## src/logic/pad_pkg.sv

```systemverilog
// Controller types shared by the adapter decode, allocation and packing stages
// Stick values are two's complement once the adapter bias is removed
// Bit n of every pad_bus_t button vector belongs to player n+1

package pad_pkg;

	// ========================================================================
	// Adapter report as delivered by the serial front end
	// ========================================================================

	typedef struct packed {
		logic [31:0] buttons;
		logic [71:0] analog;
		logic [7:0]  dev_type;
		logic        enabled;
	} llapi_raw_t;

	localparam logic [7:0] LLAPI_STICK_BIAS  = 8'd128;
	localparam logic [7:0] LLAPI_TYPE_NONE   = 8'd0;
	localparam logic [7:0] LLAPI_TYPE_SEARCH = 8'd255;

	// Adapter button indices, HID id minus one
	localparam int LLAPI_BTN_B       = 0;
	localparam int LLAPI_BTN_A       = 1;
	localparam int LLAPI_BTN_C_LEFT  = 2;
	localparam int LLAPI_BTN_C_DOWN  = 3;
	localparam int LLAPI_BTN_Z       = 4;
	localparam int LLAPI_BTN_START   = 5;
	localparam int LLAPI_BTN_L       = 6;
	localparam int LLAPI_BTN_R       = 7;
	localparam int LLAPI_BTN_C_UP    = 8;
	localparam int LLAPI_BTN_C_RIGHT = 9;
	localparam int LLAPI_BTN_RIGHT   = 24;
	localparam int LLAPI_BTN_LEFT    = 25;
	localparam int LLAPI_BTN_DOWN    = 26;
	localparam int LLAPI_BTN_UP      = 27;

	// ========================================================================
	// Player-side types
	// ========================================================================

	// Same bit order as the low 14 bits of the USB joystick word
	typedef struct packed {
		logic c_left;
		logic c_down;
		logic c_right;
		logic c_up;
		logic z;
		logic r;
		logic l;
		logic start;
		logic b;
		logic a;
		logic up;
		logic down;
		logic left;
		logic right;
	} pad_btn_t;

	typedef struct packed {
		pad_btn_t          btn;
		logic signed [7:0] stick_x;
		logic signed [7:0] stick_y;
	} pad_state_t;

	// Bits 14 to 19 carry host extras and are not used
	typedef logic [19:0] usb_joy_t;

	typedef struct packed {
		logic signed [7:0] y;
		logic signed [7:0] x;
	} usb_stick_t;

	typedef struct packed {
		logic [3:0]      right;
		logic [3:0]      left;
		logic [3:0]      down;
		logic [3:0]      up;
		logic [3:0]      a;
		logic [3:0]      b;
		logic [3:0]      start;
		logic [3:0]      l;
		logic [3:0]      r;
		logic [3:0]      z;
		logic [3:0]      c_up;
		logic [3:0]      c_right;
		logic [3:0]      c_down;
		logic [3:0]      c_left;
		logic [3:0][7:0] stick_x;
		logic [3:0][7:0] stick_y;
	} pad_bus_t;

endpackage

```

## src/logic/cfg_pkg.sv

```systemverilog
// Configuration register map and display-geometry constants
// Offsets are byte addresses, so the APB address needs at least 3 bits
// Aspect pairs never use the scaled-size flag in bit 12

package cfg_pkg;

	localparam logic [7:0] CFG_PAD_ADDR   = 8'h0;
	localparam logic [7:0] CFG_VIDEO_ADDR = 8'h4;

	// Bit 0 routes P1 C-right to P2 Z, bit 1 to P3 Z
	typedef struct packed {
		logic dual_p3;
		logic dual_p2;
	} pad_cfg_t;

	// Register bits 6 down to 0 in field order
	typedef struct packed {
		logic       pal;
		logic [1:0] crop;
		logic [1:0] ar_mode;
		logic       blanks_off;
		logic       direct_fb;
	} video_cfg_t;

	localparam logic [1:0] CROP_NONE        = 2'd0;
	localparam logic [1:0] CROP_8           = 2'd1;
	localparam logic [1:0] CROP_12          = 2'd2;
	localparam logic [1:0] AR_MODE_ORIGINAL = 2'd0;

	typedef struct packed {
		logic [12:0] arx;
		logic [12:0] ary;
	} aspect_t;

	// ========================================================================
	// Aspect table, x:y per TV standard and crop
	// ========================================================================

	localparam aspect_t AR_NTSC_NONE   = '{arx: 13'd512,  ary: 13'd381};
	localparam aspect_t AR_NTSC_CROP8  = '{arx: 13'd1280, ary: 13'd889};
	localparam aspect_t AR_NTSC_CROP12 = '{arx: 13'd2560, ary: 13'd1714};
	localparam aspect_t AR_PAL_NONE    = '{arx: 13'd512,  ary: 13'd387};
	localparam aspect_t AR_PAL_CROP8   = '{arx: 13'd1024, ary: 13'd731};
	localparam aspect_t AR_PAL_CROP12  = '{arx: 13'd2048, ary: 13'd1419};
	localparam aspect_t AR_FALLBACK    = '{arx: 13'd4,    ary: 13'd3};

endpackage

```

## src/logic/apb_cfg_regs.sv

```systemverilog
// APB slave with zero wait states, pready is tied high
// Unmapped offsets raise pslverr, writes to them are dropped and reads give zero
// APB_ADDR_WIDTH must be at least 3 to reach the video register

module apb_cfg_regs #(
	parameter int APB_ADDR_WIDTH = 4
) (
	input  logic                      clk_1x,
	input  logic                      RESET,
	input  logic [APB_ADDR_WIDTH-1:0] paddr,
	input  logic                      psel,
	input  logic                      penable,
	input  logic                      pwrite,
	input  logic [31:0]               pwdata,
	output logic [31:0]               prdata,
	output logic                      pready,
	output logic                      pslverr,
	output cfg_pkg::pad_cfg_t         pad_cfg,
	output cfg_pkg::video_cfg_t       video_cfg
);
	import cfg_pkg::*;

	logic access;
	logic sel_pad;
	logic sel_video;

	assign access    = psel && penable;
	assign sel_pad   = paddr == APB_ADDR_WIDTH'(CFG_PAD_ADDR);
	assign sel_video = paddr == APB_ADDR_WIDTH'(CFG_VIDEO_ADDR);

	assign pready  = 1'b1;
	assign pslverr = access && !sel_pad && !sel_video;

	// Read mux, zero for anything unmapped
	always_comb begin
		if (sel_pad)
			prdata = 32'(pad_cfg);
		else if (sel_video)
			prdata = 32'(video_cfg);
		else
			prdata = '0;
	end

	// Write lands on the edge that closes the access phase
	always_ff @(posedge clk_1x) begin
		if (!RESET) begin
			pad_cfg   <= '0;
			video_cfg <= '0;
		end else if (access && pwrite) begin
			if (sel_pad)
				pad_cfg <= pad_cfg_t'(pwdata[$bits(pad_cfg_t)-1:0]);
			if (sel_video)
				video_cfg <= video_cfg_t'(pwdata[$bits(video_cfg_t)-1:0]);
		end
	end

	a_penable_in_psel: assert property (@(posedge clk_1x) disable iff (!RESET)
		penable |-> psel);

	// Setup must be followed by access at the same address
	a_addr_stable: assert property (@(posedge clk_1x) disable iff (!RESET)
		(psel && !penable) |=> (psel && penable && $stable(paddr)));

endmodule

```

## src/logic/llapi_pad_decode.sv

```systemverilog
// Combinational decode of one adapter port report
// Only analog bytes 0 and 1 (left stick) are used
// menu_combo ignores the validity check on purpose

module llapi_pad_decode (
	input  pad_pkg::llapi_raw_t raw,
	output pad_pkg::pad_state_t pad,
	output logic                valid,
	output logic                menu_combo
);
	import pad_pkg::*;

	always_comb begin
		pad.btn.right   = raw.buttons[LLAPI_BTN_RIGHT];
		pad.btn.left    = raw.buttons[LLAPI_BTN_LEFT];
		pad.btn.down    = raw.buttons[LLAPI_BTN_DOWN];
		pad.btn.up      = raw.buttons[LLAPI_BTN_UP];
		pad.btn.a       = raw.buttons[LLAPI_BTN_A];
		pad.btn.b       = raw.buttons[LLAPI_BTN_B];
		pad.btn.start   = raw.buttons[LLAPI_BTN_START];
		pad.btn.l       = raw.buttons[LLAPI_BTN_L];
		pad.btn.r       = raw.buttons[LLAPI_BTN_R];
		pad.btn.z       = raw.buttons[LLAPI_BTN_Z];
		pad.btn.c_up    = raw.buttons[LLAPI_BTN_C_UP];
		pad.btn.c_right = raw.buttons[LLAPI_BTN_C_RIGHT];
		pad.btn.c_down  = raw.buttons[LLAPI_BTN_C_DOWN];
		pad.btn.c_left  = raw.buttons[LLAPI_BTN_C_LEFT];
		// Raw sticks rest at 0x80
		pad.stick_x = signed'(raw.analog[7:0] - LLAPI_STICK_BIAS);
		pad.stick_y = signed'(raw.analog[15:8] - LLAPI_STICK_BIAS);
	end

	// Type 0 is no pad (or Atari), 255 means the adapter is still searching
	assign valid = raw.enabled && (raw.dev_type != LLAPI_TYPE_NONE)
		&& (raw.dev_type != LLAPI_TYPE_SEARCH);

	// Down + Start + B opens the on-screen menu
	assign menu_combo = raw.buttons[LLAPI_BTN_DOWN] && raw.buttons[LLAPI_BTN_START]
		&& raw.buttons[LLAPI_BTN_B];

endmodule

```

## src/logic/player_allocator.sv

```systemverilog
// Combinational player allocation, index 0 is player 1
// Adapters take the first slots unless only port 2 holds a pad
// Invalid adapters still occupy slots 1 and 2 in the normal order

module player_allocator (
	input  pad_pkg::pad_state_t       ll_pad_1,
	input  pad_pkg::pad_state_t       ll_pad_2,
	input  logic                      ll_valid_1,
	input  logic                      ll_valid_2,
	input  pad_pkg::usb_joy_t   [2:0] usb_joy,
	input  pad_pkg::usb_stick_t [2:0] usb_stick,
	output pad_pkg::pad_state_t [3:0] players
);
	import pad_pkg::*;

	pad_state_t [2:0] usb_pad;

	// Host word already has the player button order in its low bits
	always_comb begin
		for (int i = 0; i < 3; i++) begin
			usb_pad[i].btn     = pad_btn_t'(usb_joy[i][$bits(pad_btn_t)-1:0]);
			usb_pad[i].stick_x = usb_stick[i].x;
			usb_pad[i].stick_y = usb_stick[i].y;
		end
	end

	always_comb begin
		if (!ll_valid_1 && ll_valid_2) begin
			players[0] = ll_pad_2;
			players[1] = usb_pad[0];
			players[2] = usb_pad[1];
			players[3] = usb_pad[2];
		end else begin
			players[0] = ll_pad_1;
			players[1] = ll_pad_2;
			players[2] = usb_pad[0];
			players[3] = usb_pad[1];
		end
	end

endmodule

```

## src/logic/pad_bus_packer.sv

```systemverilog
// Registers the four players as per-button vectors, one cycle latency
// Dual-controller mode overrides the Z bit of player 2 and/or player 3
// Player 4 Z is never rerouted

module pad_bus_packer (
	input  logic                      clk_1x,
	input  logic                      RESET,
	input  pad_pkg::pad_state_t [3:0] players,
	input  cfg_pkg::pad_cfg_t         pad_cfg,
	input  logic                      menu_combo_1,
	input  logic                      menu_combo_2,
	output pad_pkg::pad_bus_t         pad_bus,
	output logic                      osd_request
);
	import pad_pkg::*;

	pad_bus_t bus_next;

	// Transpose players into button vectors
	always_comb begin
		for (int i = 0; i < 4; i++) begin
			bus_next.right[i]   = players[i].btn.right;
			bus_next.left[i]    = players[i].btn.left;
			bus_next.down[i]    = players[i].btn.down;
			bus_next.up[i]      = players[i].btn.up;
			bus_next.a[i]       = players[i].btn.a;
			bus_next.b[i]       = players[i].btn.b;
			bus_next.start[i]   = players[i].btn.start;
			bus_next.l[i]       = players[i].btn.l;
			bus_next.r[i]       = players[i].btn.r;
			bus_next.z[i]       = players[i].btn.z;
			bus_next.c_up[i]    = players[i].btn.c_up;
			bus_next.c_right[i] = players[i].btn.c_right;
			bus_next.c_down[i]  = players[i].btn.c_down;
			bus_next.c_left[i]  = players[i].btn.c_left;
			bus_next.stick_x[i] = players[i].stick_x;
			bus_next.stick_y[i] = players[i].stick_y;
		end
		// P1 C-right doubles as Z for the second controller
		if (pad_cfg.dual_p2)
			bus_next.z[1] = players[0].btn.c_right;
		if (pad_cfg.dual_p3)
			bus_next.z[2] = players[0].btn.c_right;
	end

	always_ff @(posedge clk_1x) begin
		if (!RESET) begin
			pad_bus     <= '0;
			osd_request <= 1'b0;
		end else begin
			pad_bus     <= bus_next;
			osd_request <= menu_combo_1 || menu_combo_2;
		end
	end

endmodule

```

## src/logic/aspect_ratio_sel.sv

```systemverilog
// Aspect-ratio pair registered one cycle after the video settings change
// Non-zero ar_mode passes ar_mode-1 with ary zero as a scaler preset
// Reserved crop value keeps whatever pair was selected before

module aspect_ratio_sel (
	input  logic                clk_1x,
	input  logic                RESET,
	input  cfg_pkg::video_cfg_t video_cfg,
	output cfg_pkg::aspect_t    aspect
);
	import cfg_pkg::*;

	always_ff @(posedge clk_1x) begin
		if (!RESET) begin
			aspect <= AR_FALLBACK;
		end else if (video_cfg.ar_mode != AR_MODE_ORIGINAL) begin
			aspect.arx <= {11'd0, video_cfg.ar_mode - 2'd1};
			aspect.ary <= '0;
		end else if (video_cfg.blanks_off || video_cfg.direct_fb) begin
			// Without fixed blanks the table does not apply
			aspect <= AR_FALLBACK;
		end else begin
			case (video_cfg.crop)
				CROP_NONE: aspect <= video_cfg.pal ? AR_PAL_NONE : AR_NTSC_NONE;
				CROP_8:    aspect <= video_cfg.pal ? AR_PAL_CROP8 : AR_NTSC_CROP8;
				CROP_12:   aspect <= video_cfg.pal ? AR_PAL_CROP12 : AR_NTSC_CROP12;
				default:   aspect <= aspect;
			endcase
		end
	end

endmodule

```

## src/logic/pad_hub_top.sv

```systemverilog
// Controller input and display geometry block of the console wrapper
// Pad inputs reach pad_bus and osd_request after exactly one clock
// Adapter words arrive already decoded from the serial protocol

module pad_hub_top #(
	parameter int APB_ADDR_WIDTH = 4
) (
	input  logic                      clk_1x,
	input  logic                      RESET,
	input  logic [APB_ADDR_WIDTH-1:0] paddr,
	input  logic                      psel,
	input  logic                      penable,
	input  logic                      pwrite,
	input  logic [31:0]               pwdata,
	output logic [31:0]               prdata,
	output logic                      pready,
	output logic                      pslverr,
	input  pad_pkg::llapi_raw_t       llapi_raw_1,
	input  pad_pkg::llapi_raw_t       llapi_raw_2,
	input  pad_pkg::usb_joy_t   [2:0] usb_joy,
	input  pad_pkg::usb_stick_t [2:0] usb_stick,
	output pad_pkg::pad_bus_t         pad_bus,
	output logic                      osd_request,
	output cfg_pkg::aspect_t          aspect
);
	import pad_pkg::*;
	import cfg_pkg::*;

	pad_cfg_t         pad_cfg;
	video_cfg_t       video_cfg;
	pad_state_t       ll_pad_1;
	pad_state_t       ll_pad_2;
	logic             ll_valid_1;
	logic             ll_valid_2;
	logic             menu_combo_1;
	logic             menu_combo_2;
	pad_state_t [3:0] players;

	// ========================================================================
	// Input side
	// ========================================================================

	apb_cfg_regs #(
		.APB_ADDR_WIDTH(APB_ADDR_WIDTH)
	) u_cfg_regs (
		.clk_1x   (clk_1x),
		.RESET    (RESET),
		.paddr    (paddr),
		.psel     (psel),
		.penable  (penable),
		.pwrite   (pwrite),
		.pwdata   (pwdata),
		.prdata   (prdata),
		.pready   (pready),
		.pslverr  (pslverr),
		.pad_cfg  (pad_cfg),
		.video_cfg(video_cfg)
	);

	llapi_pad_decode u_llapi_1 (
		.raw       (llapi_raw_1),
		.pad       (ll_pad_1),
		.valid     (ll_valid_1),
		.menu_combo(menu_combo_1)
	);

	llapi_pad_decode u_llapi_2 (
		.raw       (llapi_raw_2),
		.pad       (ll_pad_2),
		.valid     (ll_valid_2),
		.menu_combo(menu_combo_2)
	);

	// ========================================================================
	// Processing
	// ========================================================================

	player_allocator u_alloc (
		.ll_pad_1  (ll_pad_1),
		.ll_pad_2  (ll_pad_2),
		.ll_valid_1(ll_valid_1),
		.ll_valid_2(ll_valid_2),
		.usb_joy   (usb_joy),
		.usb_stick (usb_stick),
		.players   (players)
	);

	// ========================================================================
	// Output side
	// ========================================================================

	pad_bus_packer u_packer (
		.clk_1x      (clk_1x),
		.RESET       (RESET),
		.players     (players),
		.pad_cfg     (pad_cfg),
		.menu_combo_1(menu_combo_1),
		.menu_combo_2(menu_combo_2),
		.pad_bus     (pad_bus),
		.osd_request (osd_request)
	);

	aspect_ratio_sel u_aspect (
		.clk_1x   (clk_1x),
		.RESET    (RESET),
		.video_cfg(video_cfg),
		.aspect   (aspect)
	);

endmodule

```

## config.mk

```make
export PLATFORM = sky130hd
export DESIGN_NAME = pad_hub_top
export DESIGN_NICKNAME = d
export VERILOG_FILES = /design/src/logic/pad_pkg.sv /design/src/logic/cfg_pkg.sv /design/src/logic/apb_cfg_regs.sv /design/src/logic/llapi_pad_decode.sv /design/src/logic/player_allocator.sv /design/src/logic/pad_bus_packer.sv /design/src/logic/aspect_ratio_sel.sv /design/src/logic/pad_hub_top.sv
export SDC_FILE = /design/constraint.sdc
export NUM_CORES = 1
export LEC_CHECK = 0
export ABC_AREA = 1
export ABC_CLOCK_PERIOD_IN_PS = 2200
export BUFFER_PORTS_ARGS = -buffer_cell sky130_fd_sc_hd__buf_2
export CORE_AREA = 4 4 212 214
export DETAILED_ROUTE_END_ITERATION = 8
export DIE_AREA = 0 0 216 218
export SLEW_MARGIN = 20
export SYNTH_ARGS = -nofsm -noshare
export SYNTH_HDL_FRONTEND = slang
export SYNTH_SLANG_ARGS = --single-unit
```

## constraint.sdc

```tcl
create_clock -name clk_1x -period 2.2 [get_ports clk_1x]
set_clock_uncertainty 0.2 [all_clocks]
set_input_delay 0.11 -clock clk_1x [delete_from_list [all_inputs] [get_ports clk_1x]]
set_output_delay 0.11 -clock clk_1x [all_outputs]
set_load 0.1 [all_outputs]
```

==> flow_metrics.py, run 1 <==
metrics = {
    "min_path": {
        "hold_path.startpoint": "llapi_raw_2[0]",
        "hold_path_end": "u_packer.pad_bus[81]",
        "worst_hold_path.num_cells": 7,
        "worstHoldPathType": "input port to flip-flop",
    },
    "power": {
        "seqPwrFrac_pct": 33.8,
        "p_leak_nw": 5.208,
        "power_per_cell_area_mw_per_mm2": 789.7,
        "swShare_pct": 39.94,
        "max-vdd-ir-drop_mv": 0.4701,
        "clock_power_share_pct": 34.5,
        "switching_power_w": 0.003406,
        "p_comb_share_pct": 31.7,
        "power.internal_w": 0.005122,
        "power_w": 0.008528,
    },
    "setup_path": {
        "cell_with_the_biggest_individual_delay_on_the_critical_path": "sky130_fd_sc_hd__dlygate4sd3_1",
        "path_buf_inv": 5,
        "critPathMaxFanout": 41,
        "slack_of_the_worst_reg_to_reg_path_ps": 340,
        "crit_path_cell_trace": "dlygate4sd3_1 -> buf_2 -> nand3_2 -> nand2_4 -> buf_12 -> buf_4 -> o21ai_0 -> nor2_1 -> dlygate4sd3_1",
        "critPathKind": "input port to flip-flop",
        "cp_common_cell": "sky130_fd_sc_hd__dlygate4sd3_1",
        "critical_path_end_type": "flip-flop",
        "crit_reg_reg_startpoint": "u_cfg_regs.video_cfg[5]",
        "timing.critical_path.required_ps": 2360,
        "worst-endpoint-arrival_ps": 2280,
        "worst-r2r-cell-count": 5,
        "critical-path-max-stage-delay_ps": 560,
        "timing.rr.end": "u_aspect.aspect[0]",
        "worst_setup_path_start_kind": "input port",
        "timing.critical_path.max_delay_family": "buffers and inverters",
    },
    "placement": {
        "gp_congestion": 0.8996,
        "place_area_sq_mm": 0.007940,
        "hpwl_reported_at_the_end_of_detailed_placement_mm": 18.85,
        "post-place-ws_ps": 250.5,
        "port_buffers": 330,
        "numPlacedInstances": 1643,
    },
    "clocking": {
        "max-clock-path-buffers": 2,
        "clock_pin_slew_of_the_registers_on_the_worst_case_setup_and_hold_paths_ps": 70,
        "cts-buffers-inserted": 17,
        "cts.htree.levels": 4,
        "tritoncts_num_sinks": 147,
        "post_cts_resized": 0,
        "cts-hold-fix-buffers": 226,
        "cts_setup_buffers": 0,
        "clk_root_buffer_cell": "sky130_fd_sc_hd__clkbuf_16",
        "clkLatencyLatePin_ps": 470,
        "cts_tree": "done",
    },
    "detailed_routing": {
        "vias": 7092,
        "detail_route.first_pass.iterations": 4,
        "drt-initial-drc-count": 356,
        "final_routed_drc_violation_total": 0,
        "final_antenna_net_count": 0,
        "finalWirelength_mm": 26.66,
        "detail_route.vias_per_cell": 3.721,
        "route.detailed.wl_per_inst_um": 13.99,
    },
    "floorplanning": {
        "fp.dieArea_sq_mm": 0.04709,
        "die_width_um": 216,
        "number_of_core_rows": 76,
        "ios": 556,
        "placeableCoreArea_sq_mm": 0.04289,
        "die_y_um": 218,
        "initial_utilization_pct": 13.49,
    },
    "synth": {
        "yosysMostFrequentCell": "sky130_fd_sc_hd__nor2_1",
        "cells_after_synthesis": 757,
        "yosys_reg_bits": 147,
        "edff_count_synth": 0,
        "synth-main-ff-cell": "sky130_fd_sc_hd__dfxtp_1",
        "async_flop_share_pct": 0,
        "syn_warnings": 0,
        "yosysTopAreaCell": "sky130_fd_sc_hd__dfxtp_1",
        "synth-compound-area-share_pct": 14.38,
        "synth_fa_ha_area_share_pct": 0.8649,
        "most_frequent_cells_after_synthesis": "sky130_fd_sc_hd__nor2_1 (263), sky130_fd_sc_hd__dfxtp_1 (147), sky130_fd_sc_hd__o21ai_0 (93), sky130_fd_sc_hd__nand2_1 (54)",
        "synth_largest_type_area_fraction_pct": 50.85,
        "ys_types": 29,
        "synth.avg_cell_area_sq_um": 7.644,
        "synth.area.top_cells": "sky130_fd_sc_hd__dfxtp_1 (51%), sky130_fd_sc_hd__nor2_1 (17%), sky130_fd_sc_hd__o21ai_0 (8.0%)",
        "yosysSeqAreaShare_pct": 50.85,
        "synth_simple_gate_area_share_pct": 22.53,
        "synth.area.mux_share_pct": 0,
        "yosys.area_share.xor_xnor_pct": 0,
        "syn-cell-area_sq_mm": 0.005787,
        "largest_family_of_logic_cells_by_synthesized_area": "simple AND/OR/NAND/NOR gates",
    },
    "job": {
        "drv_cap": 0,
    },
    "timing": {
        "final-setup-viol-count": 0,
        "rsz_0062_raised_after_global_routing": "no",
        "tightest_slew_ps": 562.2,
        "final_period_minus_worst_setup_slack_ps": 2117,
        "timing.fmax_ghz": 0.4724,
        "worst_rel_slew_slack_pct": 62.78,
        "post-route-worst-setup-slack_ps": 83.29,
        "finalHoldViolCount": 0,
        "finalMaxSlewViolations": 0,
        "layout_worst_path_cycle_share_pct": 96.21,
    },
    "cells_and_area": {
        "fillerInstances": 4595,
        "instances_no_fill": 1906,
        "area_delta_synth_final_pct": 86.62,
        "final_util_pct": 25.18,
        "post_route_cells_drive_above_1_share_pct": 29.18,
        "finalNetCount": 1682,
        "finalInstanceArea_sq_mm": 0.01080,
    },
    "outcome": {
        "status": "completed",
    },
    "global_route": {
        "global_route.usage.total_pct": 11.24,
        "number_of_global_route_vias_before_repair": 7442,
        "grt_start_max_net_pins": 67,
        "overflow": 0,
        "grt_pass1_wl_mm": 39.90,
        "antenna_found_initial": 10,
    },
}
## sequential cells by signal, summed over array words and instances (netlist names)
signal / count
u_cfg_regs.video_cfg: 7
u_aspect.aspect: 17
u_cfg_regs.pad_cfg: 2
u_packer.osd_request: 1
u_packer.pad_bus: 120
## power by group through the flow
stage,registers [W],logic [W],clock network [W]
global route,0.00290,0.00283,0.00316
CTS,0.00288,0.00269,0.00308
floorplan,0.00419,0.000629,0
detailed placement,0.00294,0.00234,0
finish,0.00288,0.00270,0.00294
global placement,0.00294,0.00234,0
## routing by layer
metal,track usage [%],routed length [um]
met1,11.77,10360
met2,18.95,12560
met3,5.378,2674
met4,5.590,1014
met5,0,50
## cell usage in the layout, fill, tap and decap left out, drive strengths merged
| master | instances |
|---|---|
| diode | 5 |
| inv | 36 |
| nor3 | 1 |
| clkinv | 6 |
| a22oi | 1 |
| o31ai | 1 |
| conb | 34 |
| and2 | 1 |
| bufinv | 1 |
| o221ai | 1 |
| a31oi | 2 |
| dfxtp | 147 |
| buf | 346 |
| nand3 | 16 |
| nand2 | 55 |
| o311ai | 2 |
| nor2 | 264 |
| a21oi | 24 |
| clkbuf | 19 |
| dlygate4sd3 | 226 |
| o22ai | 1 |
| o21ai | 128 |
| ha | 4 |
## layout make-up
cell class / instances / area [sq um] / area share [%]
clock inverter: 13 / 141.4 / 1.309
clock buffer: 19 / 442.9 / 4.101
tap: 585 / 732.0 / 6.778
sequential: 147 / 2943 / 27.25
multi-input combinational: 535 / 2313 / 21.42
inverter: 30 / 115.1 / 1.066
antenna: 5 / 12.51 / 0.1159
timing repair buffer: 572 / 4099 / 37.96
## how the worst max path moves through the flow
stage,depth (start not counted),to,startpoint,slack [ps]
floorplan,3,prdata[0],paddr[1],-720
global placement,11,u_packer.pad_bus[18],llapi_raw_2[1],230
detailed placement,11,u_packer.pad_bus[26],llapi_raw_2[1],250
CTS,8,u_packer.pad_bus[52],llapi_raw_1[0],120
global route,9,u_packer.pad_bus[22],llapi_raw_1[0],4
finish,9,u_packer.pad_bus[26],llapi_raw_1[0],80
## worst register-to-register path, stage by stage, from the launching register on
cell and delay [ps]:
sky130_fd_sc_hd__dfxtp_1 370, sky130_fd_sc_hd__inv_1 120, sky130_fd_sc_hd__ha_1 390, sky130_fd_sc_hd__o21ai_0 180, sky130_fd_sc_hd__o311ai_0 350, sky130_fd_sc_hd__nand3_1 120
## cells by family after synthesis
family | Yosys count
AO/OA/AOI/OAI | 160
AND/OR/NAND/NOR | 337
adder cells (fa/ha/maj) | 4
buffers and inverters | 107
flip-flops | 147
other | 2
## metrics by stage
step	setup TNS (ps)	hold slack, ps
3_5_place_dp	0	119.5
4_1_cts	0	50.39
6_report	0	96.34
5_1_grt	0	89.21
2_1_floorplan	-1438	-12.31
3_3_place_gp	0	113.1
No activity file was read; power rests on OpenSTA's default activity.
==> run 2, diff against run 1 <==
--- a/config.mk
+++ b/config.mk
@@ -11,6 +11,7 @@
 export CORE_AREA = 4 4 212 214
 export DETAILED_ROUTE_END_ITERATION = 8
 export DIE_AREA = 0 0 216 218
+export RECOVER_POWER = 50
 export SLEW_MARGIN = 20
 export SYNTH_ARGS = -nofsm -noshare
 export SYNTH_HDL_FRONTEND = slang
==> flow_metrics.py, run 2 (synthesis gave the netlist of run 1 again) <==
metrics = {
    "outcome": {
        "status": "completed",
    },
    "global_route": {
        "global_route.usage.met2_pct": 18.95,
        "antenna_found_initial": 10,
        "overflow": 0,
        "globalRoute.busiestLayer": "met2",
        "grt_pass1_wl_mm": 39.90,
        "grtUsageMet1_pct": 11.77,
        "gr-usage-met3_pct": 5.378,
        "global_route.usage.total_pct": 11.24,
        "number_of_global_route_vias_before_repair": 7442,
        "grt_start_max_net_pins": 67,
    },
    "setup_path": {
        "worst-endpoint-arrival_ps": 2300,
        "cell_with_the_biggest_individual_delay_on_the_critical_path": "sky130_fd_sc_hd__dlygate4sd3_1",
        "critical-path-max-stage-delay_ps": 560,
        "cp_common_cell": "sky130_fd_sc_hd__dlygate4sd3_1",
        "critPathKind": "input port to flip-flop",
        "worst_setup_path_start_kind": "input port",
        "crit_path_cell_trace": "dlygate4sd3_1 -> buf_2 -> nand3_2 -> nand2_4 -> buf_12 -> buf_4 -> o21ai_0 -> nor2_1 -> dlygate4sd3_1",
        "timing.critical_path.required_ps": 2360,
        "slack_of_the_worst_reg_to_reg_path_ps": 350,
        "critPathMaxFanout": 41,
        "critical_path_end_type": "flip-flop",
    },
    "floorplanning": {
        "initial_utilization_pct": 13.49,
        "fp.dieArea_sq_mm": 0.04709,
        "placeableCoreArea_sq_mm": 0.04289,
        "ios": 556,
        "die_y_um": 218,
        "number_of_core_rows": 76,
        "die_width_um": 216,
    },
    "timing": {
        "tightest_slew_ps": 1168,
        "timing.fmax_ghz": 0.4680,
        "final-setup-viol-count": 0,
        "post-route-worst-setup-slack_ps": 63.35,
        "layout_worst_path_cycle_share_pct": 97.12,
        "final_period_minus_worst_setup_slack_ps": 2137,
        "rsz_0062_raised_after_global_routing": "no",
        "setup_tns_after_final_layout_ps": 0,
        "finalMaxSlewViolations": 0,
        "worst_rel_slew_slack_pct": 22.45,
        "finalHoldViolCount": 0,
    },
    "detailed_routing": {
        "final_routed_drc_violation_total": 0,
        "detail_route.first_pass.iterations": 5,
        "vias": 7073,
        "detail_route.vias_per_cell": 3.711,
        "finalWirelength_mm": 26.70,
        "final_antenna_net_count": 0,
        "route.detailed.wl_per_inst_um": 14.01,
        "drt-initial-drc-count": 361,
    },
    "cells_and_area": {
        "mostFrequentLayoutCell": "sky130_fd_sc_hd__nor2_1",
        "finalNetCount": 1682,
        "area_delta_synth_final_pct": 86.57,
        "regMostFlops": "u_packer.pad_bus",
        "final_util_pct": 25.17,
        "post_route_cells_drive_above_1_share_pct": 29.03,
        "leading_registers_by_flop_count": "u_packer.pad_bus: 120 flops, u_aspect.aspect: 17 flops, u_cfg_regs.video_cfg: 7 flops",
        "largest_reg_flops": 120,
        "highest_count_cells_in_the_layout_ignoring_fill_and_taps": "sky130_fd_sc_hd__nor2_1 (263), sky130_fd_sc_hd__dlygate4sd3_1 (226), sky130_fd_sc_hd__buf_2 (220)",
    },
    "min_path": {
        "worstHoldPathType": "input port to flip-flop",
    },
    "clocking": {
        "clock_pin_slew_of_the_registers_on_the_worst_case_setup_and_hold_paths_ps": 70,
        "clkLatencyLatePin_ps": 470,
        "cts-buffers-inserted": 17,
        "cts_tree": "done",
        "cts.htree.levels": 4,
        "max-clock-path-buffers": 2,
        "tritoncts_num_sinks": 147,
        "cts-hold-fix-buffers": 226,
        "clk_root_buffer_cell": "sky130_fd_sc_hd__clkbuf_16",
        "post_cts_resized": 0,
        "cts_setup_buffers": 0,
    },
    "job": {
        "drv_cap": 0,
    },
    "power": {
        "power_per_cell_area_mw_per_mm2": 789.7,
        "p_leak_nw": 5.167,
        "power_w": 0.008526,
        "max-vdd-ir-drop_mv": 0.4697,
    },
    "placement": {
        "hpwl_reported_at_the_end_of_detailed_placement_mm": 18.85,
        "gp_congestion": 0.8996,
        "post-place-ws_ps": 250.5,
        "port_buffers": 330,
    },
}
[run 2: cell types whose count changed in the layout (fill, tap and decap cells not counted)]
cell	change
sky130_fd_sc_hd__o21ai_1	-3
sky130_fd_sc_hd__clkbuf_2	+107
sky130_fd_sc_hd__clkbuf_1	+2
sky130_fd_sc_hd__o21ai_0	+3
sky130_fd_sc_hd__buf_2	-109
[run 2: final cells by class]
type	instances	area, sq um
inverters	30	115.1
flip-flops and latches	147	2943
well taps	585	732.0
clock inverters	13	141.4
diodes	5	12.51
repair buffers	572	4096
fillers	4596	32090
clock buffers	19	442.9
multi-input cells	535	2313
[run 2: metrics by stage]
step | hold slack (ps) | std cells | instance area [sq um]
floorplan | -12.31 | 789 | 5907
global placement | 113.1 | 1643 | 7940
detailed placement | 119.5 | 1643 | 7940
CTS | 50.39 | 1901 | 10790
global route | 89.21 | 1904 | 10790
finish | 96.81 | 1906 | 10800
[run 2: metal layers]
metal,part of all wire [%],up-vias
met3,10,64
met4,3.7,8
li1,-,3451
met5,0.20,-
met1,39,3190
met2,47,360
[run 2: final timing paths]
check                           cells after the start                 endpoint               startpoint
worst max-delay path                                9     u_packer.pad_bus[26]           llapi_raw_1[0]
worst min-delay path                                7     u_packer.pad_bus[81]           llapi_raw_2[0]
worst max register to register                      5       u_aspect.aspect[0]  u_cfg_regs.video_cfg[5]
worst min register to register                      2  u_cfg_regs.video_cfg[1]  u_cfg_regs.video_cfg[1]
[run 2: critical path, delay by kind of cell]
family | cells | cell delay, ps
compound gates | 1 | 200
buf+inv | 5 | 1650
simple gates | 3 | 280
[run 2: power breakdown]
part | switching (W) | internal (W)
logic | 0.00204 | 0.000658
clock network | 0.00132 | 0.00162
registers | 0.0000513 | 0.00283
==> run 3, diff against run 2 <==
--- a/config.mk
+++ b/config.mk
@@ -6,7 +6,7 @@
 export NUM_CORES = 1
 export LEC_CHECK = 0
 export ABC_AREA = 1
-export ABC_CLOCK_PERIOD_IN_PS = 2200
+export ABC_CLOCK_PERIOD_IN_PS = 2000
 export BUFFER_PORTS_ARGS = -buffer_cell sky130_fd_sc_hd__buf_2
 export CORE_AREA = 4 4 212 214
 export DETAILED_ROUTE_END_ITERATION = 8
==> constraint.sdc (replaced) <==
create_clock -name clk_1x -period 2 [get_ports clk_1x]
set_clock_uncertainty 0.2 [all_clocks]
set_input_delay 0.1 -clock clk_1x [delete_from_list [all_inputs] [get_ports clk_1x]]
set_output_delay 0.1 -clock clk_1x [all_outputs]
set_load 0.1 [all_outputs]
==> flow_metrics.py, run 3 (synthesis gave the netlist of run 1 again) <==
metrics = {
    "setup_path": {
        "worst_setup_path_start_kind": "input port",
        "critPathMaxFanout": 38,
        "critPathKind": "input port to flip-flop",
        "worst-r2r-cell-count": 5,
        "timing.critical_path.required_ps": 2160,
        "slack_of_the_worst_reg_to_reg_path_ps": 180,
        "timing.rr.end": "u_aspect.aspect[0]",
        "critical_path_end_type": "flip-flop",
        "worst-endpoint-arrival_ps": 2120,
        "crit_reg_reg_startpoint": "u_cfg_regs.video_cfg[4]",
    },
    "placement": {
        "port_buffers": 330,
        "hpwl_reported_at_the_end_of_detailed_placement_mm": 18.74,
        "gp_congestion": 0.8687,
    },
    "min_path": {
        "hold_path_end": "u_packer.pad_bus[82]",
        "hold_path.startpoint": "llapi_raw_2[0]",
        "worstHoldPathType": "input port to flip-flop",
        "worst_hold_path.num_cells": 7,
    },
    "detailed_routing": {
        "detail_route.vias_per_cell": 3.759,
        "vias": 7184,
        "final_antenna_net_count": 0,
        "drt-initial-drc-count": 412,
        "route.detailed.wl_per_inst_um": 14.28,
        "detail_route.first_pass.iterations": 5,
        "finalWirelength_mm": 27.28,
        "final_routed_drc_violation_total": 0,
    },
    "clocking": {
        "clk_root_buffer_cell": "sky130_fd_sc_hd__clkbuf_16",
        "clkLatencyLatePin_ps": 480,
        "tritoncts_num_sinks": 147,
        "clock_pin_slew_of_the_registers_on_the_worst_case_setup_and_hold_paths_ps": 70,
        "cts.htree.levels": 4,
        "max-clock-path-buffers": 2,
        "cts-buffers-inserted": 17,
        "cts_tree": "done",
    },
    "timing": {
        "timing.fmax_ghz": 0.5102,
        "final_period_minus_worst_setup_slack_ps": 1960,
        "finalMaxSlewViolations": 0,
        "tightest_slew_ps": 1162,
        "finalHoldViolCount": 0,
        "worst_rel_slew_slack_pct": 22.89,
        "setup_tns_after_final_layout_ps": 0,
        "final-setup-viol-count": 0,
        "layout_worst_path_cycle_share_pct": 98.00,
        "rsz_0062_raised_after_global_routing": "yes",
        "fin_worst_hold_slack_ps": 71.26,
    },
    "floorplanning": {
        "ios": 556,
        "initial_utilization_pct": 13.49,
        "die_y_um": 218,
        "number_of_core_rows": 76,
        "placeableCoreArea_sq_mm": 0.04289,
        "die_width_um": 216,
        "fp.dieArea_sq_mm": 0.04709,
    },
    "cells_and_area": {
        "finalNetCount": 1687,
        "fillerInstances": 4581,
        "mostFrequentLayoutCell": "sky130_fd_sc_hd__nor2_1",
        "post_route_cells_drive_above_1_share_pct": 29.22,
        "regMostFlops": "u_packer.pad_bus",
        "largest_reg_flops": 120,
        "highest_count_cells_in_the_layout_ignoring_fill_and_taps": "sky130_fd_sc_hd__nor2_1 (262), sky130_fd_sc_hd__dlygate4sd3_1 (227), sky130_fd_sc_hd__buf_2 (217)",
        "area_delta_synth_final_pct": 89.04,
        "leading_registers_by_flop_count": "u_packer.pad_bus: 120 flops, u_aspect.aspect: 17 flops, u_cfg_regs.video_cfg: 7 flops",
    },
    "global_route": {
        "grt_pass1_wl_mm": 39.09,
        "antenna_found_initial": 8,
        "overflow": 0,
        "global_route.usage.total_pct": 10.99,
        "number_of_global_route_vias_before_repair": 7258,
        "grt_start_max_net_pins": 53,
    },
    "power": {
        "max-vdd-ir-drop_mv": 0.4841,
        "p_leak_nw": 5.205,
        "power_per_cell_area_mw_per_mm2": 859.7,
    },
    "job": {
        "drv_cap": 0,
    },
    "outcome": {
        "status": "completed",
    },
}
-- run 3: cell count changes in the layout (fill, tap and decap cells not counted), sizes merged --
cell,change
dlygate4sd3,+1
clkinvlp,+2
buf,+3
inv,-2
clkinv,-2
clkbuf,+3
-- run 3: final cells by class --
cell class	instances	area, sq um	area share [%]
Antenna cell	5	12.51	0.1144
Tap cell	585	732.0	6.691
Timing Repair Buffer	577	4243	38.79
Clock buffer	21	460.4	4.209
Sequential cell	147	2943	26.90
Inverter	30	115.1	1.052
Multi-Input combinational cell	535	2316	21.17
Clock inverter	11	117.6	1.075
-- run 3: routing by layer --
| layer | GRT usage, % | vias up | routed length [um] |
|---|---|---|---|
| met1 | 11.78 | 3266 | 10960 |
| met4 | 5.590 | 6 | 986 |
| met5 | 0 | - | 41 |
| li1 | - | 3460 | - |
| met2 | 18.52 | 382 | 12780 |
| met3 | 4.765 | 70 | 2515 |
-- run 3: per-stage QoR --
stage                     setup slack [ps]  total power (W)  cells  utilization, %  instance area [sq um]
after floorplan                     -150.7         0.005303    789               -                   5907
after global placement               139.2         0.005800   1646           18.71                   8023
after detailed placement             149.7         0.005811   1646           18.71                   8023
after CTS                            65.32         0.009500   1905           25.35                  10870
after global routing                -58.45         0.009779   1908           25.49                  10930
final                                39.98         0.009405   1911           25.51                  10940
-- run 3: report_power, final --
| part | switching, W | total, W | internal (W) |
|---|---|---|---|
| logic | 0.00225 | 0.00299 | 0.000741 |
| clock network | 0.00143 | 0.00323 | 0.00180 |
| registers | 0.0000635 | 0.00318 | 0.00312 |
-- run 3: how the worst max path moves through the flow --
stage | from | end
2_1_floorplan | paddr[1] | prdata[0]
3_3_place_gp | llapi_raw_2[1] | u_packer.pad_bus[23]
5_1_grt | llapi_raw_1[0] | u_packer.pad_bus[81]
6_report | llapi_raw_1[0] | u_packer.pad_bus[1]
4_1_cts | llapi_raw_1[0] | u_packer.pad_bus[114]
3_5_place_dp | llapi_raw_2[1] | u_packer.pad_bus[23]
-- run 3: repair_timing --
item                                    in CTS  in global routing
hold buffers                               227                  0
setup buffers                                0                  0
gates resized for setup                      0                  9
endpoints found under the setup margin       0                 40
endpoints found under the hold margin      133                  0
-- run 3: critical path: stages --
cell                            delay [ps]
sky130_fd_sc_hd__dlygate4sd3_1         530
sky130_fd_sc_hd__buf_2                 130
sky130_fd_sc_hd__nand3_2                90
sky130_fd_sc_hd__nand2_4               100
sky130_fd_sc_hd__buf_12                190
sky130_fd_sc_hd__o21ai_1               300
sky130_fd_sc_hd__nor2_1                 70
sky130_fd_sc_hd__dlygate4sd3_1         550
